===== src/include/fabric_params.svh =====
`ifndef FABRIC_PARAMS_SVH
`define FABRIC_PARAMS_SVH

// ==============================
// datapath widths
// ==============================
`define DATA_BITS 16
`define ADDR_BITS 4

// ==============================
// fabric sizing
// ==============================
`define NUM_LANES 3
// receiver FIFO depth, also the credits a sender starts with
`define FIFO_DEPTH 4
`define CREDIT_BITS ($clog2(`FIFO_DEPTH + 1))

// address map, lane k inject at 2k and config at 2k+1
`define LANE_INJ_ADDR(k) (2 * (k))
`define LANE_CFG_ADDR(k) (2 * (k) + 1)
`define LOOPBACK_ADDR 6

`endif

===== src/design/xbar_ctrl_pkg.sv =====
`default_nettype none

`include "fabric_params.svh"

package xbar_ctrl_pkg;

  // input side of the lane crossbar
  typedef enum logic {
    IN_INJECT  = 1'b0,
    IN_FORWARD = 1'b1
  } in_sel_e;

  // output side of the lane crossbar
  typedef enum logic {
    OUT_RETURN  = 1'b0,
    OUT_FORWARD = 1'b1
  } out_sel_e;

  // ==============================
  // lane word, payload or control
  // ==============================
  typedef union packed {
    logic [`DATA_BITS-1:0] payload;
    struct packed {
      logic [`DATA_BITS-3:0] rsvd;
      out_sel_e              out_sel;
      in_sel_e               in_sel;
    } ctrl;
  } xbar_word_u;

endpackage

`default_nettype wire


===== src/design/fabric_msg_pkg.sv =====
`default_nettype none

`include "fabric_params.svh"

package fabric_msg_pkg;

  // ==============================
  // link payload types
  // ==============================

  // command address as seen by the router
  typedef logic [`ADDR_BITS-1:0] cmd_addr_t;

  // raw word carried on every link
  typedef logic [`DATA_BITS-1:0] data_word_t;

  // response source, lanes first and loopback last
  typedef logic [1:0] src_tag_t;

  localparam src_tag_t LOOP_TAG = src_tag_t'(`NUM_LANES);

endpackage

`default_nettype wire


===== src/design/xbar_lane.sv =====
`default_nettype none

`include "fabric_params.svh"

module xbar_lane
  import fabric_msg_pkg::*;
  import xbar_ctrl_pkg::*;
(
  input  logic       clk_i,
  input  logic       reset_i,
  // inject from router
  input  logic       inj_valid_i,
  input  data_word_t inj_data_i,
  output logic       inj_credit_o,
  // config from router
  input  logic       cfg_valid_i,
  input  data_word_t cfg_data_i,
  output logic       cfg_credit_o,
  // forward from previous lane
  input  logic       fwd_valid_i,
  input  data_word_t fwd_data_i,
  output logic       fwd_credit_o,
  // return to arbiter
  output logic       ret_valid_o,
  output data_word_t ret_data_o,
  input  logic       ret_credit_i,
  // forward to next lane
  output logic       fwd_valid_o,
  output data_word_t fwd_data_o,
  input  logic       fwd_credit_i
);

  localparam int CW = `CREDIT_BITS;

  xbar_word_u    inj_head;
  xbar_word_u    cfg_head;
  data_word_t    fwd_head;
  logic          inj_empty;
  logic          cfg_empty;
  logic          fwd_empty;
  logic          inj_pop;
  logic          cfg_pop;
  logic          fwd_pop;
  in_sel_e       in_sel_q;
  out_sel_e      out_sel_q;
  logic          src_empty;
  data_word_t    src_data;
  logic          dst_ready;
  logic          move;
  logic [1:0]    out_send;
  logic [1:0]    out_credit;
  logic [CW-1:0] out_cnt_q [2];

  // ==============================
  // receive FIFOs
  // ==============================
  credit_fifo #(
    .word_t(xbar_word_u)
  ) i_inj_fifo (
    .clk_i      (clk_i),
    .reset_i    (reset_i),
    .push_i     (inj_valid_i),
    .push_data_i(inj_data_i),
    .pop_i      (inj_pop),
    .empty_o    (inj_empty),
    .pop_data_o (inj_head),
    .credit_o   (inj_credit_o)
  );

  credit_fifo #(
    .word_t(xbar_word_u)
  ) i_cfg_fifo (
    .clk_i      (clk_i),
    .reset_i    (reset_i),
    .push_i     (cfg_valid_i),
    .push_data_i(cfg_data_i),
    .pop_i      (cfg_pop),
    .empty_o    (cfg_empty),
    .pop_data_o (cfg_head),
    .credit_o   (cfg_credit_o)
  );

  credit_fifo i_fwd_fifo (
    .clk_i      (clk_i),
    .reset_i    (reset_i),
    .push_i     (fwd_valid_i),
    .push_data_i(fwd_data_i),
    .pop_i      (fwd_pop),
    .empty_o    (fwd_empty),
    .pop_data_o (fwd_head),
    .credit_o   (fwd_credit_o)
  );

  // config words are always taken, one per cycle
  assign cfg_pop = !cfg_empty;

  always_ff @(posedge clk_i) begin
    if (reset_i) begin
      in_sel_q  <= IN_INJECT;
      out_sel_q <= OUT_RETURN;
    end else if (cfg_pop) begin
      in_sel_q  <= cfg_head.ctrl.in_sel;
      out_sel_q <= cfg_head.ctrl.out_sel;
    end
  end

  // ==============================
  // crossbar datapath
  // ==============================
  always_comb begin
    if (in_sel_q == IN_INJECT) begin
      src_empty = inj_empty;
      src_data  = inj_head.payload;
    end else begin
      src_empty = fwd_empty;
      src_data  = fwd_head;
    end
    dst_ready = (out_cnt_q[out_sel_q] != '0);
    move      = !src_empty && dst_ready;
  end

  // unselected input just holds its words
  assign inj_pop = move && (in_sel_q == IN_INJECT);
  assign fwd_pop = move && (in_sel_q == IN_FORWARD);

  assign out_send[0] = move && (out_sel_q == OUT_RETURN);
  assign out_send[1] = move && (out_sel_q == OUT_FORWARD);
  assign out_credit  = {fwd_credit_i, ret_credit_i};

  assign ret_valid_o = out_send[0];
  assign fwd_valid_o = out_send[1];
  assign ret_data_o  = src_data;
  assign fwd_data_o  = src_data;

  // output credit counters, index by out_sel
  always_ff @(posedge clk_i) begin
    if (reset_i) begin
      for (int i = 0; i < 2; i++) begin
        out_cnt_q[i] <= CW'(`FIFO_DEPTH);
      end
    end else begin
      for (int i = 0; i < 2; i++) begin
        out_cnt_q[i] <= out_cnt_q[i] - CW'(out_send[i]) + CW'(out_credit[i]);
      end
    end
  end

endmodule

`default_nettype wire


===== src/design/credit_fifo.sv =====
`default_nettype none

`include "fabric_params.svh"

module credit_fifo
  import fabric_msg_pkg::*;
#(
  parameter type word_t = data_word_t
) (
  input  logic  clk_i,
  input  logic  reset_i,
  input  logic  push_i,
  input  word_t push_data_i,
  input  logic  pop_i,
  output logic  empty_o,
  output word_t pop_data_o,
  output logic  credit_o
);

  localparam int PTR_BITS = $clog2(`FIFO_DEPTH);
  localparam int CW = `CREDIT_BITS;

  word_t               mem_q [`FIFO_DEPTH];
  logic [PTR_BITS-1:0] wr_ptr_q;
  logic [PTR_BITS-1:0] rd_ptr_q;
  logic [CW-1:0]       count_q;
  logic                do_push;
  logic                do_pop;

  // wrap at depth, depth need not be a power of two
  function automatic logic [PTR_BITS-1:0] next_ptr(input logic [PTR_BITS-1:0] ptr);
    if (ptr == PTR_BITS'(`FIFO_DEPTH - 1)) begin
      return '0;
    end
    return ptr + 1'b1;
  endfunction

  assign empty_o    = (count_q == '0);
  assign do_pop     = pop_i && !empty_o;
  // sender credits keep a full FIFO from seeing a push
  assign do_push    = push_i && (count_q != CW'(`FIFO_DEPTH));
  assign pop_data_o = mem_q[rd_ptr_q];

  always_ff @(posedge clk_i) begin
    if (do_push) begin
      mem_q[wr_ptr_q] <= push_data_i;
    end
  end

  always_ff @(posedge clk_i) begin
    if (reset_i) begin
      wr_ptr_q <= '0;
      rd_ptr_q <= '0;
      count_q  <= '0;
      credit_o <= 1'b0;
    end else begin
      if (do_push) begin
        wr_ptr_q <= next_ptr(wr_ptr_q);
      end
      if (do_pop) begin
        rd_ptr_q <= next_ptr(rd_ptr_q);
      end
      count_q  <= count_q + CW'(do_push) - CW'(do_pop);
      // one credit back per entry freed
      credit_o <= do_pop;
    end
  end

endmodule

`default_nettype wire


===== config.mk =====
export PLATFORM = sky130hd
export DESIGN_NAME = xbar_lane
export DESIGN_NICKNAME = d
export VERILOG_FILES = /design/src/design/xbar_ctrl_pkg.sv /design/src/design/fabric_msg_pkg.sv /design/src/design/xbar_lane.sv /design/src/design/credit_fifo.sv
export VERILOG_INCLUDE_DIRS = /design/src /design/src/include
export SDC_FILE = /design/constraint.sdc
export NUM_CORES = 1
export LEC_CHECK = 0
export BUFFER_PORTS_ARGS = -buffer_cell sky130_fd_sc_hd__buf_2
export CORE_ASPECT_RATIO = 1.25
export CORE_MARGIN = 2
export CORE_UTILIZATION = 60
export CTS_CLUSTER_DIAMETER = 120
export DETAILED_ROUTE_END_ITERATION = 6
export GPL_TIMING_DRIVEN = 0
export MAX_ROUTING_LAYER = met4
export PLACE_DENSITY = 0.82
export SLEW_MARGIN = 40
export SYNTH_ARGS = -nofsm -noshare
export SYNTH_HDL_FRONTEND = slang
export SYNTH_SLANG_ARGS = --single-unit

===== constraint.sdc =====
create_clock -name clk_i -period 4.3 [get_ports clk_i]
set_input_delay 0.215 -clock clk_i [delete_from_list [all_inputs] [get_ports clk_i]]
set_output_delay 0.215 -clock clk_i [all_outputs]
set_load 0.005 [all_outputs]

After elaboration in Yosys (flattened, before gate mapping):

Memory sizes are Yosys's and may differ from the RTL's. A register that Yosys moved wholly into a read port is not among the register bits.
Cells that the tools add are included.

* bits in registers: 24
* RAM bits: 198
* output and inout port bits: 37
* logic and storage cells: 111
* memories kept: 4

Memories
* i_cfg_fifo.mem_q: words 4, width 16, read ports 1, clocked after memory_dff 1, write ports 1, RTL line credit_fifo.sv:23 `` word_t mem_q [`FIFO_DEPTH]; ``
* i_fwd_fifo.mem_q: words 4, width 16, read ports 1, clocked after memory_dff 1, write ports 1, RTL line credit_fifo.sv:23
* i_inj_fifo.mem_q: words 4, width 16, read ports 1, clocked after memory_dff 1, write ports 1, RTL line credit_fifo.sv:23
* out_cnt_q: words 2, width 3, read ports 3, clocked after memory_dff 0, write ports 2, RTL line xbar_lane.sv:52 `logic [CW-1:0] out_cnt_q [2];`

* $add $sub $neg: 16
* eq/ne operators: 9
* multiplexer cells: 47
* bitwise logic cells: 4
* reductions and logical operators: 19

Operators with widths (number)
* 2-to-1 mux 2 bit: 16
* 2-to-1 mux 1 bit: 28
* 2-to-1 mux 16 bit: 1
* adder 3 x 1 -> 3 bit: 5
* subtractor 3 x 1 -> 3 bit: 5
* adder 2 x 1 -> 2 bit, second input constant: 6
* equality test 2 bit, second input constant: 6
* logical AND 1 bit: 10
* zero test 3 bit: 3
* inequality test 3 bit, second input constant: 3
* 2-to-1 mux 3 bit: 2
* zero test 1 bit: 5
* nonzero test 3 bit: 1
* NOT 1 bit: 2
* OR 1 bit: 2

Logic depth before layout (Yosys ltp):

* depth after elaboration: 11
* mapped depth: 11
* mapped depth without buffers: 11

Modules after synthesis:

Synthesis repeated with hierarchy kept, for this count alone.

* cell total of the unflattened synthesis: 481
* area, all modules: 9261.4 µm²

By module, submodules not included
* credit_fifo: instances 3, cells an instance 135, area each 2824.0 µm², seq. area each 2122.0 µm²
* xbar_lane: instances 1, cells an instance 76, area each 789.5 µm², seq. area each 180.2 µm²

Least setup slack after synthesis:

No wires, ideal clock.

* path kind: flip-flop to flip-flop
* start: reg i_inj_fifo.count_q[1]
* end: mem out_cnt_q[0][2] in the netlist's numbering
* data arrival time: 2.304 ns
* slack: 1.876 ns
* stages on the path, launching flop included: 11
* buffers on the path: 0
* clock period less this slack: 2.424 ns
* cell sequence: dfxtp_1 nor3_1 o21ai_0 nor3b_1 ha_1 inv_1 ha_1 fa_1 xnor2_1 xnor2_1 nand2_1

RTL lines
* from (decl): RTL line credit_fifo.sv:26 `logic [CW-1:0] count_q;`
* from (signal assigned): RTL line credit_fifo.sv:63 `count_q <= count_q + CW'(do_push) - CW'(do_pop);`
* to (decl): RTL line xbar_lane.sv:52

==> out/results.ini <==
[outcome]
status=finished clean

[routing]
ant_nets=0
drt_iter0_markers=245
routed_via_density=5.47
first_pass_iters=4
routed_wl_microns=13700
drc=0
dr_total_vias=3812
route.detailed.wl_per_inst_microns=19.7

[sta]
min_period_ps=2770
skew_ps=12.7
setup_viol=0
hold_violations=0
max_freq_mhz=361
finalCritPeriodShare_pct=64.3
worst_slew_margin_rel_pct=45.5
tightest_slew_ps=818
rsz0062_at_grt=no
slew_violations=0
finalSetupTns_ps=0

[yosys]
syn_area_sq_um=7300
async_reset_ff_share_pct=0
ys_seq_area_share_pct=65.8
synth.distinct_cells=36
ys.flop_type=edfxtp_1
ys_ff_latch=172
syn_inst=411
synth_fp_nets=496
syn_area_per_cell_sq_um=17.8
synth_edf_count=136
yosysWarnings=0

[die]
die_h_microns=127
row_count=45
die_x_microns=103
initial_utilization_pct=60.9
io_pins=92
die_area_sq_um=13100
core_sq_um=12000

[power_and_ir_drop]
seqPwrFrac_pct=39.0
p_int_mw=3.96
switching_share_pct=29.4
power_leakage_nw=3.27
pwr-share-comb_pct=33.0
clock_power_share_pct=28.0
ir_worst_vdd_mv=0.390
p_switching_mw=1.65
p_per_area_nw_per_um2=648
total_power_mw=5.61

[layout]
final_cell_mix=edfxtp_1, buf_2, dfxtp_1
drive_gt1_share_pct=30.6
final_area_sq_um=8650
nNetsFinal=606
area_growth_pct=18.5
antenna_cells=0
layout_commonest_cell=edfxtp_1

[worst_setup_path]
worst-path-buf-inv=1
cp_top_family=adder cells
critPathRequiredTime_ps=4610
worstSetupPathType=flip-flop to flip-flop
cp_slowest_stage_delay_ps=470
cp-end-kind=flip-flop
crit_slowest_cell=o31ai_1
crit_chain=o31ai_1, o21ai_0, nor3b_1, ha_1, inv_1, ha_1, fa_1, xnor2_1, xnor2_1, nand2_1
worst-path-max-fanout=5
arrival_ps=3080
cp-start-kind=flip-flop

[job]
drv_cap=0

[clock_network]
htree_levels=4
insertion_delay_ps=430
ctsResizeCount=0
clkTransAtPathRegs_ps=60
cts_setup_buffers=0
cts_buffers=17
cts_sinks=172
root_buffer=clkbuf_16
cts_tree=built
cts_buffer_depth=2

[global_routing]
antenna_found_initial=0
gr-total-overflow=0
grt_usage_pct=23.1
grt_max_degree=17
grt_pass1_vias=3920
grt_pass1_wl_microns=21100

[placed_design]
place_congestion=0.761
io_buffers=77
placed_area_sq_um=7890
hpwl_microns=9060

[worst_hold_path]
hp-class=input port to flip-flop

-- flip-flops by register name (all words and copies together) (netlist names), named ones only --
name                 flops
i_fwd_fifo.mem_q        64
i_inj_fifo.mem_q        64
i_cfg_fifo.mem_q         8
out_cnt_q                6
i_cfg_fifo.count_q       3
i_fwd_fifo.count_q       3
i_inj_fifo.count_q       3
i_cfg_fifo.rd_ptr_q      2
i_cfg_fifo.wr_ptr_q      2
i_fwd_fifo.rd_ptr_q      2
i_fwd_fifo.wr_ptr_q      2
i_inj_fifo.rd_ptr_q      2
i_inj_fifo.wr_ptr_q      2
i_cfg_fifo.credit_o      1
i_fwd_fifo.credit_o      1
i_inj_fifo.credit_o      1
in_sel_q                 1
out_sel_q                1
-- what timing repair did --
item                                    4_1_cts  5_1_grt
endpoints found under the hold margin        47        0
endpoints found under the setup margin        0        0
hold buffers                                 14        0
-- kinds of logic (layout without fill, tap and decap cells) --
kind of cell               after synthesis  after routing  share of synthesized area (%)
DFF                                    172            172                           65.8
xor gates and xnor gates                 9              9                           1.08
muxes                                   59             59                           15.9
and+or+nand+nor                         68             68                           5.97
adders and majority gates               30             30                           5.66
AOI/OAI and AO/OA                       15             15                           1.06
buffers and inverters                   58            180                           4.53
-- Yosys cell counts (6+ instances only) --
cell type | number | area share [%]
edfxtp_1 | 136 | 56
mux4_1 | 32 | 12
mux2i_1 | 6 | 0.82
inv_1 | 29 | 1.5
mux2_2 | 16 | 2.5
nand2_1 | 7 | 0.36
ha_1 | 25 | 4.3
dfxtp_1 | 36 | 9.9
and2_1 | 13 | 1.1
nor2_1 | 13 | 0.67
nor2b_1 | 10 | 0.86
xnor2_1 | 7 | 0.84
o21ai_0 | 7 | 0.48
a21oi_1 | 7 | 0.48
buf_4 | 16 | 1.6
-- power groups by stage --
stage                     sequential (mW)  clock (mW)  combinational, mW
final                                2.19        1.57               1.85
after global routing                 2.21        1.65               2.06
after CTS                            2.19        1.59               1.87
after detailed placement             2.22           0               1.83
after global placement               2.21           0               1.74
after floorplan                      2.19           0               1.27
-- stage by stage --
stage	setup WS [ps]	util (%)	instances	hold WS (ps)
CTS	1510	72.1	697	0.0859
global route	1280	72.1	697	8.46
finish	1530	72.1	697	12.7
floorplan	1880	-	411	314
detailed placement	1560	65.8	652	435
global placement	1670	65.8	652	424
-- worst register-to-register path: stages, from the launching register on --
cell and delay, ps:
dfxtp_1 350, o31ai_1 470, o21ai_0 250, nor3b_1 220
ha_1 310, inv_1 40, ha_1 190, fa_1 450
xnor2_1 190, xnor2_1 130, nand2_1 60
-- path summary, 6_finish.rpt --
check                          from                endpoint  slack, ps  cells after the start
min                   fwd_data_i[8]  i_fwd_fifo.mem_q[3][8]         10                      1
max           i_fwd_fifo.count_q[1]         out_cnt_q[0][2]       1530                     10
max reg2reg   i_fwd_fifo.count_q[1]         out_cnt_q[0][2]       1530                     10
min reg2reg  i_inj_fifo.rd_ptr_q[1]               flip-flop        510                      2
-- routing by layer --
| layer | up-vias | GRT usage (%) | wire (microns) |
|---|---|---|---|
| met5 | - | - | 0 |
| met4 | 0 | 6.67 | 167 |
| met3 | 13 | 4.87 | 635 |
| met2 | 112 | 40.6 | 7530 |
| met1 | 1896 | 26.4 | 5390 |
| li1 | 1791 | - | - |
-- final cells by class --
cell class                 instances  area [sq um]
multi-input combinational        181          2170
fill                             739          3340
tap                              164           205
clock buffer                      17           425
sequential                       172          4800
inverter                          29           109
buffer                            29           221
timing repair buffer              91           526
clock inverter                    14           186
Power figures use the tool's default switching activity.
