## src/include/fabric_params.svh

```systemverilog
`ifndef FABRIC_PARAMS_SVH
`define FABRIC_PARAMS_SVH

// ==============================
// datapath widths
// ==============================
`define DATA_BITS 16
`define ADDR_BITS 4

// ==============================
// fabric sizing
// ==============================
`define NUM_LANES 3
// receiver FIFO depth, also the credits a sender starts with
`define FIFO_DEPTH 4
`define CREDIT_BITS ($clog2(`FIFO_DEPTH + 1))

// address map, lane k inject at 2k and config at 2k+1
`define LANE_INJ_ADDR(k) (2 * (k))
`define LANE_CFG_ADDR(k) (2 * (k) + 1)
`define LOOPBACK_ADDR 6

`endif
```

## src/design/fabric_msg_pkg.sv

```systemverilog
`default_nettype none

`include "fabric_params.svh"

package fabric_msg_pkg;

  // ==============================
  // link payload types
  // ==============================

  // command address as seen by the router
  typedef logic [`ADDR_BITS-1:0] cmd_addr_t;

  // raw word carried on every link
  typedef logic [`DATA_BITS-1:0] data_word_t;

  // response source, lanes first and loopback last
  typedef logic [1:0] src_tag_t;

  localparam src_tag_t LOOP_TAG = src_tag_t'(`NUM_LANES);

endpackage

`default_nettype wire

```

## src/design/cmd_router.sv

```systemverilog
`default_nettype none

`include "fabric_params.svh"

module cmd_router
  import fabric_msg_pkg::*;
(
  input  logic                  clk_i,
  input  logic                  reset_i,
  input  logic                  cmd_valid_i,
  input  cmd_addr_t             cmd_addr_i,
  input  data_word_t            cmd_data_i,
  output logic                  cmd_credit_o,
  output logic [`NUM_LANES-1:0] inj_valid_o,
  output data_word_t            inj_data_o [`NUM_LANES],
  input  logic [`NUM_LANES-1:0] inj_credit_i,
  output logic [`NUM_LANES-1:0] cfg_valid_o,
  output data_word_t            cfg_data_o [`NUM_LANES],
  input  logic [`NUM_LANES-1:0] cfg_credit_i,
  output logic                  loop_valid_o,
  output data_word_t            loop_data_o,
  input  logic                  loop_credit_i
);

  localparam int CW = `CREDIT_BITS;
  // inject and config per lane, then loopback
  localparam int NUM_LINKS = 2 * `NUM_LANES + 1;
  localparam int LOOP_LINK = 2 * `NUM_LANES;

  typedef logic [`ADDR_BITS+`DATA_BITS-1:0] ing_word_t;

  ing_word_t            head_word;
  cmd_addr_t            head_addr;
  data_word_t           head_data;
  logic                 head_empty;
  logic                 head_pop;
  logic                 blocked;
  logic [NUM_LINKS-1:0] link_hit;
  logic [NUM_LINKS-1:0] link_avail;
  logic [NUM_LINKS-1:0] link_valid;
  logic [NUM_LINKS-1:0] link_credit;
  logic [CW-1:0]        link_cnt_q [NUM_LINKS];

  credit_fifo #(
    .word_t(ing_word_t)
  ) i_ingress_fifo (
    .clk_i      (clk_i),
    .reset_i    (reset_i),
    .push_i     (cmd_valid_i),
    .push_data_i({cmd_addr_i, cmd_data_i}),
    .pop_i      (head_pop),
    .empty_o    (head_empty),
    .pop_data_o (head_word),
    .credit_o   (cmd_credit_o)
  );

  assign head_addr = head_word[`ADDR_BITS+`DATA_BITS-1:`DATA_BITS];
  assign head_data = head_word[`DATA_BITS-1:0];

  // ==============================
  // address decode
  // ==============================
  for (genvar k = 0; k < `NUM_LANES; k++) begin : g_lane_link
    assign link_hit[2*k]    = (head_addr == cmd_addr_t'(`LANE_INJ_ADDR(k)));
    assign link_hit[2*k+1]  = (head_addr == cmd_addr_t'(`LANE_CFG_ADDR(k)));
    assign link_credit[2*k]   = inj_credit_i[k];
    assign link_credit[2*k+1] = cfg_credit_i[k];
    assign inj_valid_o[k] = link_valid[2*k];
    assign cfg_valid_o[k] = link_valid[2*k+1];
    assign inj_data_o[k]  = head_data;
    assign cfg_data_o[k]  = head_data;
  end

  assign link_hit[LOOP_LINK]    = (head_addr == cmd_addr_t'(`LOOPBACK_ADDR));
  assign link_credit[LOOP_LINK] = loop_credit_i;
  assign loop_valid_o           = link_valid[LOOP_LINK];
  assign loop_data_o            = head_data;

  // head waits only for its own destination, unmapped addresses drop
  always_comb begin
    for (int i = 0; i < NUM_LINKS; i++) begin
      link_avail[i] = (link_cnt_q[i] != '0);
    end
  end

  assign blocked    = |(link_hit & ~link_avail);
  assign head_pop   = !head_empty && !blocked;
  assign link_valid = {NUM_LINKS{head_pop}} & link_hit;

  // sender credit counters
  always_ff @(posedge clk_i) begin
    if (reset_i) begin
      for (int i = 0; i < NUM_LINKS; i++) begin
        link_cnt_q[i] <= CW'(`FIFO_DEPTH);
      end
    end else begin
      for (int i = 0; i < NUM_LINKS; i++) begin
        link_cnt_q[i] <= link_cnt_q[i] - CW'(link_valid[i]) + CW'(link_credit[i]);
      end
    end
  end

endmodule

`default_nettype wire

```

## src/design/credit_fifo.sv

```systemverilog
`default_nettype none

`include "fabric_params.svh"

module credit_fifo
  import fabric_msg_pkg::*;
#(
  parameter type word_t = data_word_t
) (
  input  logic  clk_i,
  input  logic  reset_i,
  input  logic  push_i,
  input  word_t push_data_i,
  input  logic  pop_i,
  output logic  empty_o,
  output word_t pop_data_o,
  output logic  credit_o
);

  localparam int PTR_BITS = $clog2(`FIFO_DEPTH);
  localparam int CW = `CREDIT_BITS;

  word_t               mem_q [`FIFO_DEPTH];
  logic [PTR_BITS-1:0] wr_ptr_q;
  logic [PTR_BITS-1:0] rd_ptr_q;
  logic [CW-1:0]       count_q;
  logic                do_push;
  logic                do_pop;

  // wrap at depth, depth need not be a power of two
  function automatic logic [PTR_BITS-1:0] next_ptr(input logic [PTR_BITS-1:0] ptr);
    if (ptr == PTR_BITS'(`FIFO_DEPTH - 1)) begin
      return '0;
    end
    return ptr + 1'b1;
  endfunction

  assign empty_o    = (count_q == '0);
  assign do_pop     = pop_i && !empty_o;
  // sender credits keep a full FIFO from seeing a push
  assign do_push    = push_i && (count_q != CW'(`FIFO_DEPTH));
  assign pop_data_o = mem_q[rd_ptr_q];

  always_ff @(posedge clk_i) begin
    if (do_push) begin
      mem_q[wr_ptr_q] <= push_data_i;
    end
  end

  always_ff @(posedge clk_i) begin
    if (reset_i) begin
      wr_ptr_q <= '0;
      rd_ptr_q <= '0;
      count_q  <= '0;
      credit_o <= 1'b0;
    end else begin
      if (do_push) begin
        wr_ptr_q <= next_ptr(wr_ptr_q);
      end
      if (do_pop) begin
        rd_ptr_q <= next_ptr(rd_ptr_q);
      end
      count_q  <= count_q + CW'(do_push) - CW'(do_pop);
      // one credit back per entry freed
      credit_o <= do_pop;
    end
  end

endmodule

`default_nettype wire

```

## config.mk

```make
export PLATFORM = sky130hd
export DESIGN_NAME = cmd_router
export DESIGN_NICKNAME = d
export VERILOG_FILES = /design/src/design/fabric_msg_pkg.sv /design/src/design/cmd_router.sv /design/src/design/credit_fifo.sv
export VERILOG_INCLUDE_DIRS = /design/src /design/src/include
export SDC_FILE = /design/constraint.sdc
export NUM_CORES = 1
export LEC_CHECK = 0
export BUFFER_PORTS_ARGS = -buffer_cell sky130_fd_sc_hd__clkbuf_2
export CAP_MARGIN = 20
export CORE_MARGIN = 4
export CORE_UTILIZATION = 52
export DETAILED_ROUTE_END_ITERATION = 6
export PLACE_DENSITY = 0.81
export SLEW_MARGIN = 10
export SYNTH_ARGS = -nofsm -noshare
export SYNTH_HDL_FRONTEND = slang
export SYNTH_SLANG_ARGS = --single-unit
```

## constraint.sdc

```tcl
create_clock -name clk_i -period 3.82 [get_ports clk_i]
set_input_delay 0.764 -clock clk_i [delete_from_list [all_inputs] [get_ports clk_i]]
set_output_delay 0.764 -clock clk_i [all_outputs]
set_load 0.02 [all_outputs]
```

Yosys cells after proc, flatten, opt, wreduce, memory -nomap -nowiden
Memory sizes are Yosys's and may differ from the RTL's. A register that Yosys moved wholly into a read port is not among the register bits.
Index checks and enable logic that the tools add are counted.
{"block": "totals", "ff_bits": 8, "latch_bits": 0, "ramBits": 101, "rom_bits": 0, "in_bits": 30, "output_inout_bits": 120, "wordCells": 82, "n_memories": 2}
{"block": "classes", "add_sub_neg": 18, "n_mul": 0, "n_div": 0, "order_cmp": 0, "n_eq_ne": 9, "n_shift": 0, "n_mux": 24, "bitwise": 10, "reduce_logical": 15}
{"name": "i_ingress_fifo.mem_q", "depth": 4, "word_bits": 20, "rd": 1, "rd_clocked_by_memory_dff": 1, "wr": 1, "line_no": "credit_fifo.sv:23", "rtl": "word_t mem_q [`FIFO_DEPTH];"}
{"name": "link_cnt_q", "depth": 7, "word_bits": 3, "rd": 7, "rd_clocked_by_memory_dff": 0, "wr": 7, "line_no": "cmd_router.sv:42", "rtl": "logic [CW-1:0] link_cnt_q [NUM_LINKS];"}
{"operator": "$add 3x1->3", "n": 8}
{"operator": "$sub 3x1->3", "n": 8}
{"operator": "$mux 3", "n": 7}
{"operator": "$reduce_bool 3->1", "n": 7}
{"operator": "$and 7x7->7", "n": 2}
{"operator": "$eq 4x3->1 const B", "n": 3}
{"operator": "$mux 2", "n": 6}
{"operator": "$mux 1", "n": 11}
{"operator": "$eq 4x2->1 const B", "n": 2}
{"operator": "$not 7->7", "n": 1}
{"operator": "$or 1x1->1", "n": 7}
{"operator": "$reduce_or 7->1", "n": 1}
{"operator": "$add 2x1->2 const B", "n": 2}
{"operator": "$eq 2x2->1 const B", "n": 2}
{"operator": "$eq 4x1->1 const B", "n": 1}
{"operator": "$logic_not 4->1", "n": 1}
{"operator": "$logic_and 1x1->1", "n": 3}
{"operator": "$logic_not 3->1", "n": 1}
{"operator": "$ne 3x3->1 const B", "n": 1}
{"operator": "$logic_not 1->1", "n": 2}

Depth between registers and ports, before layout
Gate-level depths: netlist of the first run.
{"block": "logic_depth", "ltp_word": 12, "mapped_depth": 14, "mapped_depth_nobuf": 13}

Hierarchy
A second synthesis of the first run with hierarchy kept.
{"block": "hier_totals", "hier_cells": 381, "hier_area_um2": 5381.4}
{"mod": "credit_fifo", "n_inst": 1, "cells_per_inst": 155, "area_each_um2": 3387.0, "seq_area_each_um2": 2602.5}
{"mod": "cmd_router", "n_inst": 1, "cells_per_inst": 226, "area_each_um2": 1994.4, "seq_area_each_um2": 420.4}

Least setup slack after synthesis of the first run
Ideal clock, no wire load.
{"block": "synth_timing", "path_type": "register to register", "startpoint": "register (tool-made name)", "endpoint": "memory link_cnt_q[0][2] (netlist bit)", "setup_time_ns": 0.117, "arrival_ns": 3.357, "required_time_ns": 3.703, "path_slack_ns": 0.346, "stages_incl_launch_ff": 14, "path_buffers": 0, "synth_period_minus_slack_ns": 3.474, "cell_sequence": "dfxtp_1 mux4_2 mux2_2 a2bb2oi_1 nand4b_1 nor3_1 ha_1 inv_1 ha_1 inv_1 fa_1 xor2_1 xnor2_1 nand2b_1"}
{"element": "end, declared", "line_no": "cmd_router.sv:42"}

==> impl_metrics.json, run 1 <==
{
  "path_clk_slew_ns": 0.11,
  "layout_common_cells": "clkbuf_2 (149), edfxtp_1 (80), inv_1 (31), dfxtp_1 (31), ha_1 (21)",
  "hold_class": "reg -> reg",
  "cts_repair_resize_count": 0,
  "grt_use_total_pct": 15.2,
  "slew_headroom_pct": 33.5,
  "routedWlPerCell_um": 15.0,
  "finalInstanceArea_um2": 5750,
  "yosys-mux-area-fraction_pct": 9.44,
  "viasPerCell": 4.88,
  "core_um2": 9910,
  "grt_first_pass_wirelength_mm": 13.8,
  "grt_pass1_vias": 2795,
  "cp_slowest_stage_delay_ns": 0.63,
  "ys_seq_area_share_pct": 56.4,
  "start_util_pct": 54.0,
  "critPathArrivalTime_ns": 3.69,
  "antennaDiodeCount": 0,
  "syn_area_per_cell_um2": 13.9,
  "maxClockFrequency_ghz": 0.290,
  "slew_violations": 0,
  "slowest_stage": "mux4_2",
  "hpwl_mm": 6.62,
  "htreeDepth": 3,
  "synth_nets": 445,
  "place_congestion": 0.774,
  "postCtsSetupBuffers": 0,
  "fp.dieW_um": 109,
  "fin_ws_ns": 0.375,
  "syn_to_final_growth_pct": 7.41,
  "worst-slew-pin-transition_ns": 0.997,
  "synth-seq-cells": 111,
  "crit_type": "reg -> reg",
  "syn-cell-area_um2": 5360,
  "tritoncts": "built",
  "period_share_pct": 90.2,
  "drive_gt1_share_pct": 42.2,
  "synth-simple-area-share_pct": 6.75,
  "drt_iter0_drc": 106,
  "grt.overflow.total": 0,
  "rsz0062_at_grt": "no",
  "ys_warn_count": 0,
  "outcome": "completed",
  "cts.sinks": 111,
  "drcViolationCount": 0,
  "setup_tns_ns": 0,
  "final_net_count": 507,
  "ant_nets": 0,
  "p_per_area_nw_per_um2": 866,
  "synth_top_family_by_area": "buffers and inverters",
  "setup_viol": 0,
  "cp_max_fo": 9,
  "grt_max_degree": 31,
  "synth_xor_area_share_pct": 2.62,
  "portBuffers": 149,
  "clock-root-buffer": "clkbuf_8",
  "wirelength_mm": 8.80,
  "syn_inst": 386,
  "place_ws_ns": 0.405,
  "period_needed_ns": 3.44,
  "synth_cell_types": 33,
  "final_common_cell": "clkbuf_2",
  "die_h_um": 109,
  "dp_cells": 570,
  "fp-row-count": 36,
  "cts_buffer_depth": 2,
  "first_pass_iters": 5,
  "dieArea_um2": 12000,
  "cts.hold.buffers_added": 0,
  "antenna_found_initial": 0,
  "endpoint_kind": "flop",
  "worst_setup_path_start_kind": "flop",
  "vias": 2857,
  "worstPathCellList": "mux4_2 -> nand2b_1 -> a2bb2oi_1 -> nor3_1 -> nor2_1 -> ha_1 -> inv_1 -> ha_1 -> fa_1 -> xnor2_1 -> xnor2_1 -> nor2_1",
  "hold_viol": 0,
  "synth_fa_ha_area_share_pct": 7.90,
  "p_leak_uw": 0.00238,
  "place_area_um2": 5550,
  "cts_inserted_buffers": 9,
  "synth_compound_area_share_pct": 0.561,
  "power_uw": 4980,
  "maxCapViolCount": 0,
  "finClkSkew_ns": 0.00838,
  "insertion_delay_ns": 0.37,
  "worst_ep_required_time_ns": 4.06,
  "max-vdd-ir-drop_v": 0.000504,
  "finalNonFillerCells": 586,
  "nFillCells": 806,
  "io_pins": 150
}
[worst max-delay path: cells and delay by family (launching register included)]
| kind | cells | cell delay (ns) |
|---|---|---|
| AOI/OAI and AO/OA | 1 | 0.18 |
| xor gates and xnor gates | 2 | 0.32 |
| adders and majority gates | 3 | 0.87 |
| buffers and inverters | 1 | 0.04 |
| DFF | 1 | 0.44 |
| muxes | 1 | 0.63 |
| and+or+nand+nor | 4 | 0.85 |
[registers in the layout, summed over array words and instances (netlist names), named ones only]
register                 count
i_ingress_fifo.count_q       3
i_ingress_fifo.mem_q        80
link_cnt_q                  21
i_ingress_fifo.wr_ptr_q      2
i_ingress_fifo.credit_o      1
i_ingress_fifo.rd_ptr_q      2
[cell usage after synthesis]
library cell / count / area [um2]
inv_1: 31 / 116
nor3_1: 10 / 50.1
o21ai_0: 1 / 5.00
ha_1: 21 / 263
buf_1: 1 / 3.75
nand2_1: 3 / 11.3
nand2b_1: 12 / 75.1
or3_1: 1 / 6.26
or4_1: 1 / 7.51
nor2b_1: 12 / 75.1
nand3b_1: 2 / 15.0
fa_1: 8 / 160
dfxtp_1: 31 / 621
buf_4: 96 / 721
buf_2: 1 / 5.00
or3_4: 1 / 11.3
buf_6: 1 / 11.3
edfxtp_1: 80 / 2400
and2_1: 4 / 25.0
xnor2_1: 12 / 105
mux4_2: 19 / 428
a31oi_1: 1 / 6.26
mux2i_1: 4 / 40.0
nor2_1: 17 / 63.8
mux2_2: 1 / 11.3
xor2_1: 4 / 35.0
clkbuf_1: 4 / 15.0
nand4b_1: 1 / 8.76
nand4_1: 1 / 6.26
mux4_1: 1 / 26.3
a2bb2oi_1: 1 / 8.76
a21oi_1: 2 / 10.0
nor4_1: 1 / 6.26
[power by group]
group,total [uW],internal [uW],switching (uW)
Combinational,2680,955,1730
Sequential,1620,1500,123
Clock,679,260,419
[metal layers]
metal,vias up,share of wire (%),track usage (%)
met4,0,1.7,5.79
met1,1376,38,17.9
met5,-,0,0
li1,1357,-,-
met3,13,7.1,3.05
met2,111,53,27.2
[final cells by class]
| class | instances | area [um2] | share of cell area, % |
|---|---|---|---|
| Clock inverter | 7 | 78.8 | 1.37 |
| Timing Repair Buffer | 154 | 783 | 13.6 |
| Sequential cell | 111 | 3020 | 52.6 |
| Clock buffer | 9 | 124 | 2.15 |
| Tap cell | 133 | 166 | 2.89 |
| Inverter | 31 | 116 | 2.02 |
| Multi-Input combinational cell | 141 | 1460 | 25.4 |
[final timing paths]
check,start,slack [ns],endpoint,cells after the start
worst max-delay path,flop,0.38,i_ingress_fifo.count_q[2],12
worst min-delay path,link_cnt_q[6][1],0.55,link_cnt_q[6][2],2
worst max register to register,flop,0.38,i_ingress_fifo.count_q[2],12
worst min register to register,link_cnt_q[6][1],0.55,link_cnt_q[6][2],2
[cell families (layout without fill, tap and decap cells)]
group | count (synthesis) | in the layout
buffers and inverters | 134 | 201
flip-flops | 111 | 111
AND/OR/NAND/NOR | 66 | 66
adder cells (fa/ha/maj) | 29 | 29
multiplexers | 25 | 25
XOR/XNOR | 16 | 16
AO/OA/AOI/OAI | 5 | 5
[through the flow]
step                      hold slack [ns]  utilization, %
after floorplan                     0.468               -
after global placement              0.506            56.0
after detailed placement            0.526            56.0
after CTS                           0.552            58.0
after global routing                0.579            58.0
final                               0.547            58.0
Note: power is estimated with default switching activity, not from simulation.
==> run 2: changes to the inputs <==
--- a/config.mk
+++ b/config.mk
@@ -7,11 +7,13 @@
 export NUM_CORES = 1
 export LEC_CHECK = 0
 export BUFFER_PORTS_ARGS = -buffer_cell sky130_fd_sc_hd__clkbuf_2
-export CAP_MARGIN = 20
+export CAP_MARGIN = 10
 export CORE_MARGIN = 4
 export CORE_UTILIZATION = 52
 export DETAILED_ROUTE_END_ITERATION = 6
+export HOLD_SLACK_MARGIN = 0.08
 export PLACE_DENSITY = 0.81
+export RECOVER_POWER = 100
 export SLEW_MARGIN = 10
 export SYNTH_ARGS = -nofsm -noshare
 export SYNTH_HDL_FRONTEND = slang
==> impl_metrics.json, run 2 (same netlist as run 1, synthesis figures left out) <==
{
  "cts.hold.buffers_added": 0,
  "slew_violations": 0,
  "setup_tns_ns": 0,
  "insertion_delay_ns": 0.37,
  "drive_gt1_share_pct": 10.8,
  "finClkSkew_ns": 0.0107,
  "fp.dieW_um": 109,
  "period_share_pct": 91.2,
  "grt.overflow.total": 0,
  "cts.sinks": 111,
  "slowest_stage": "mux4_2",
  "crit_end": "inj_valid_o[0]",
  "final_net_count": 507,
  "hold_class": "reg -> reg",
  "endpoint_kind": "output pin",
  "core_um2": 9910,
  "outcome": "completed",
  "wl_met1_mm": 3.36,
  "vias": 2853,
  "critPathArrivalTime_ns": 2.72,
  "syn_to_final_growth_pct": 3.95,
  "top_register": "i_ingress_fifo.mem_q",
  "fp-row-count": 36,
  "maxCapViolCount": 0,
  "wirelength_mm": 8.94,
  "layout_common_cells": "clkbuf_1 (142), edfxtp_1 (80), inv_1 (31), dfxtp_1 (31), ha_1 (21)",
  "htreeDepth": 3,
  "place_congestion": 0.774,
  "worst_setup_path_start_kind": "flop",
  "setup_viol": 0,
  "top_regs": "i_ingress_fifo.mem_q: 80 flops, link_cnt_q: 21 flops, i_ingress_fifo.count_q: 3 flops",
  "hold_viol": 0,
  "clock-root-buffer": "clkbuf_8",
  "antennaDiodeCount": 0,
  "worstPathCellList": "buf_4 -> mux4_2 -> nor2_1 -> nand4b_1 -> nor3_1 -> clkbuf_1",
  "cts_repair_resize_count": 0,
  "p_leak_uw": 0.00195,
  "drcViolationCount": 0,
  "die_h_um": 109,
  "crit_buf_inv": 2,
  "worst_ep_required_time_ns": 3.06,
  "critical_path_depth": 6,
  "first_pass_iters": 4,
  "portBuffers": 149,
  "io_pins": 150,
  "place_area_um2": 5550,
  "cts_buffer_depth": 2,
  "r2r-end": "i_ingress_fifo.count_q[2]",
  "cp_slowest_stage_delay_ns": 0.62,
  "max-vdd-ir-drop_v": 0.000457,
  "path_clk_slew_ns": 0.11,
  "final_common_cell": "clkbuf_1",
  "drt_iter0_drc": 114,
  "start_util_pct": 54.0,
  "grt_max_degree": 31,
  "slew_headroom_pct": 5.96,
  "period_needed_ns": 3.48,
  "tritoncts": "built",
  "rsz0062_at_grt": "no",
  "worst-slew-pin-transition_ns": 1.41,
  "crit_family": "simple AND/OR/NAND/NOR gates",
  "wl_met2_mm": 4.69,
  "dieArea_um2": 12000,
  "finalInstanceArea_um2": 5570,
  "r2r_cells": 12,
  "cp_max_fo": 17,
  "maxClockFrequency_ghz": 0.287,
  "highest_layer": "met4",
  "p_per_area_nw_per_um2": 866,
  "r2r_setup_slack_ns": 0.38,
  "viasPerCell": 4.87,
  "wl_met3_um": 733,
  "grt_use_total_pct": 15.2,
  "grt_first_pass_wirelength_mm": 13.8,
  "postCtsSetupBuffers": 0,
  "hpwl_mm": 6.62,
  "grt_pass1_vias": 2795,
  "largest_reg_flops": 80,
  "ant_nets": 0,
  "cts_inserted_buffers": 9,
  "antenna_found_initial": 0,
  "crit_type": "reg -> out",
  "routedWlPerCell_um": 15.2
}
## run 2: cell count changes in the layout (fill, tap and decap cells not counted), sizes merged
cell	delta
buf	-3
clkbuf	+3
## run 2: layout make-up
class | instances | area [um2]
Sequential cell | 111 | 3020
Timing Repair Buffer | 154 | 598
Clock buffer | 9 | 124
Fill cell | 899 | 4340
Clock inverter | 7 | 78.8
Multi-Input combinational cell | 141 | 1460
Tap cell | 133 | 166
Inverter | 31 | 116
## run 2: how the worst min path moves through the flow
stage | startpoint | endpoint | cells after the start
5_1_grt | i_ingress_fifo.rd_ptr_q[0] | i_ingress_fifo.rd_ptr_q[0] | 2
3_3_place_gp | i_ingress_fifo.rd_ptr_q[1] | i_ingress_fifo.rd_ptr_q[1] | 2
4_1_cts | link_cnt_q[6][1] | link_cnt_q[6][2] | 2
6_report | link_cnt_q[6][1] | link_cnt_q[6][2] | 2
3_5_place_dp | link_cnt_q[6][1] | link_cnt_q[6][2] | 2
2_1_floorplan | i_ingress_fifo.rd_ptr_q[1] | flop | 2
## run 2: per-layer routing
metal / track usage [%] / up-vias
met5: 0 / -
met4: 5.79 / 0
met3: 3.05 / 13
met2: 27.2 / 113
met1: 17.9 / 1372
li1: - / 1355
## run 2: worst min-delay path: cells and delay by family (launching register included)
family,cells,cell delay [ns]
DFF,1,0.38
xor gates and xnor gates,1,0.08
and+or+nand+nor,1,0.06
## run 2: stage by stage
step	hold slack, ns	util [%]	power [uW]	cells	setup WS [ns]
2_1_floorplan	0.468	-	4260	386	0.346
3_3_place_gp	0.506	56.0	4300	570	0.513
3_5_place_dp	0.526	56.0	4370	570	0.405
4_1_cts	0.552	58.0	5060	586	0.328
5_1_grt	0.579	56.2	5190	586	0.0789
6_report	0.547	56.2	4820	586	0.338
## run 2: power breakdown
| group | internal, uW | total (uW) | switching, uW |
|---|---|---|---|
| Combinational | 786 | 2520 | 1730 |
| Clock | 260 | 680 | 420 |
| Sequential | 1500 | 1620 | 124 |
==> run 3: changes to the inputs <==
--- a/config.mk
+++ b/config.mk
@@ -12,7 +12,7 @@
 export CORE_UTILIZATION = 52
 export DETAILED_ROUTE_END_ITERATION = 6
 export HOLD_SLACK_MARGIN = 0.08
-export PLACE_DENSITY = 0.81
+export PLACE_DENSITY = 0.8
 export RECOVER_POWER = 100
 export SLEW_MARGIN = 10
 export SYNTH_ARGS = -nofsm -noshare
==> impl_metrics.json, run 3 (same netlist as run 1, synthesis figures left out) <==
{
  "path_clk_slew_ns": 0.10,
  "antenna_found_initial": 0,
  "nFillCells": 891,
  "syn_to_final_growth_pct": 3.81,
  "fp.dieW_um": 109,
  "clock-root-buffer": "clkbuf_8",
  "r2r_cells": 13,
  "crit_type": "reg -> out",
  "period_needed_ns": 3.61,
  "maxCapViolCount": 0,
  "dp_cells": 572,
  "drive_gt1_share_pct": 11.0,
  "finalNonFillerCells": 588,
  "htreeDepth": 3,
  "finClkSkew_ns": 0.0169,
  "final_net_count": 509,
  "hold_viol": 0,
  "holdCritStartpoint": "i_ingress_fifo.rd_ptr_q[1]",
  "worst-slew-pin-transition_ns": 1.27,
  "maxClockFrequency_ghz": 0.277,
  "final_common_cell": "clkbuf_1",
  "place_congestion": 0.754,
  "ant_nets": 0,
  "cp_max_fo": 9,
  "p_per_area_nw_per_um2": 868,
  "fp-row-count": 36,
  "die_h_um": 109,
  "setup_tns_ns": 0,
  "dieArea_um2": 12000,
  "start_util_pct": 54.0,
  "wirelength_mm": 8.96,
  "hold_class": "reg -> reg",
  "power_uw": 4830,
  "cts_buffer_depth": 2,
  "viasPerCell": 4.83,
  "r2r_setup_slack_ns": 0.22,
  "drcViolationCount": 0,
  "top_register": "i_ingress_fifo.mem_q",
  "insertion_delay_ns": 0.37,
  "critPathArrivalTime_ns": 2.85,
  "layout_common_cells": "clkbuf_1 (143), edfxtp_1 (80), inv_1 (31), dfxtp_1 (31), ha_1 (21)",
  "worst_setup_path_start_kind": "flop",
  "max-vdd-ir-drop_v": 0.000391,
  "period_share_pct": 94.5,
  "core_um2": 9910,
  "endpoint_kind": "output pin",
  "antennaDiodeCount": 0,
  "setup_viol": 0,
  "io_pins": 150,
  "slew_violations": 0,
  "tritoncts": "built",
  "slew_headroom_pct": 15.2,
  "vias": 2841,
  "whs_path_depth": 2,
  "first_pass_iters": 4,
  "routedWlPerCell_um": 15.2,
  "grt_max_degree": 31,
  "portBuffers": 149,
  "top_regs": "i_ingress_fifo.mem_q: 80 flops, link_cnt_q: 21 flops, i_ingress_fifo.count_q: 3 flops",
  "postCtsSetupBuffers": 0,
  "cts_inserted_buffers": 9,
  "cts_repair_resize_count": 0,
  "rsz0062_at_grt": "no",
  "grt_use_total_pct": 15.2,
  "min_to": "i_ingress_fifo.rd_ptr_q[1]",
  "drt_iter0_drc": 127,
  "largest_reg_flops": 80,
  "hpwl_mm": 6.51,
  "r2r-end": "link_cnt_q[0][2]",
  "worst_ep_required_time_ns": 3.06,
  "grt_pass1_vias": 2758,
  "grt_first_pass_wirelength_mm": 13.7,
  "cts.hold.buffers_added": 0,
  "outcome": "completed",
  "cts.sinks": 111,
  "p_leak_uw": 0.00195,
  "grt.overflow.total": 0
}
-- run 3: cell count changes in the layout (fill, tap and decap cells not counted) --
cell and delta:
clkbuf_2 +2, clkinv_8 -2, clkbuf_1 +1, inv_8 +1
-- run 3: worst max-delay path, cell delays in order, from the launching register on --
cell and delay, ns:
dfxtp_1 0.50, mux4_2 0.65, mux2_2 0.31, a2bb2oi_1 0.19, nand4b_1 0.24, nor3_1 0.35
clkbuf_2 0.25
-- run 3: metrics by stage --
step / instance area [um2] / worst slack [ns] / utilization (%) / hold WS, ns
floorplan: 5360 / 0.346 / - / 0.468
global placement: 5560 / 0.492 / 56.1 / 0.504
detailed placement: 5560 / 0.339 / 56.1 / 0.504
CTS: 5750 / 0.217 / 58.0 / 0.525
global route: 5560 / 0.0272 / 56.1 / 0.570
finish: 5560 / 0.210 / 56.1 / 0.524
-- run 3: worst max path at each step --
stage	start	endpoint	cells past startpoint
finish	flop	inj_valid_o[0]	6
global route	flop	link_cnt_q[0][2]	13
CTS	flop	inj_valid_o[0]	6
detailed placement	flop	link_cnt_q[0][2]	13
global placement	flop	link_cnt_q[0][2]	13
floorplan	flop	link_cnt_q[0][2]	13
-- run 3: cell type report --
cell class,count,area (um2),area share [%]
Clock buffer,10,128,2.30
Inverter,31,116,2.09
Sequential cell,111,3020,54.4
Multi-Input combinational cell,141,1460,26.3
Tap cell,133,166,2.99
Clock inverter,6,57.6,1.04
Timing Repair Buffer,156,608,10.9
-- run 3: routing by layer --
layer	up-vias	routed length (um)	global-route usage, %
li1	1360	-	-
met3	6	758	2.70
met5	-	0	0
met1	1357	3460	18.5
met2	118	4670	27.2
met4	0	71	5.25
-- run 3: power by group --
| part | internal, uW | switching, uW |
|---|---|---|
| combinational | 797 | 1750 |
| sequential | 1500 | 113 |
| clock | 254 | 409 |
| total | 2550 | 2270 |
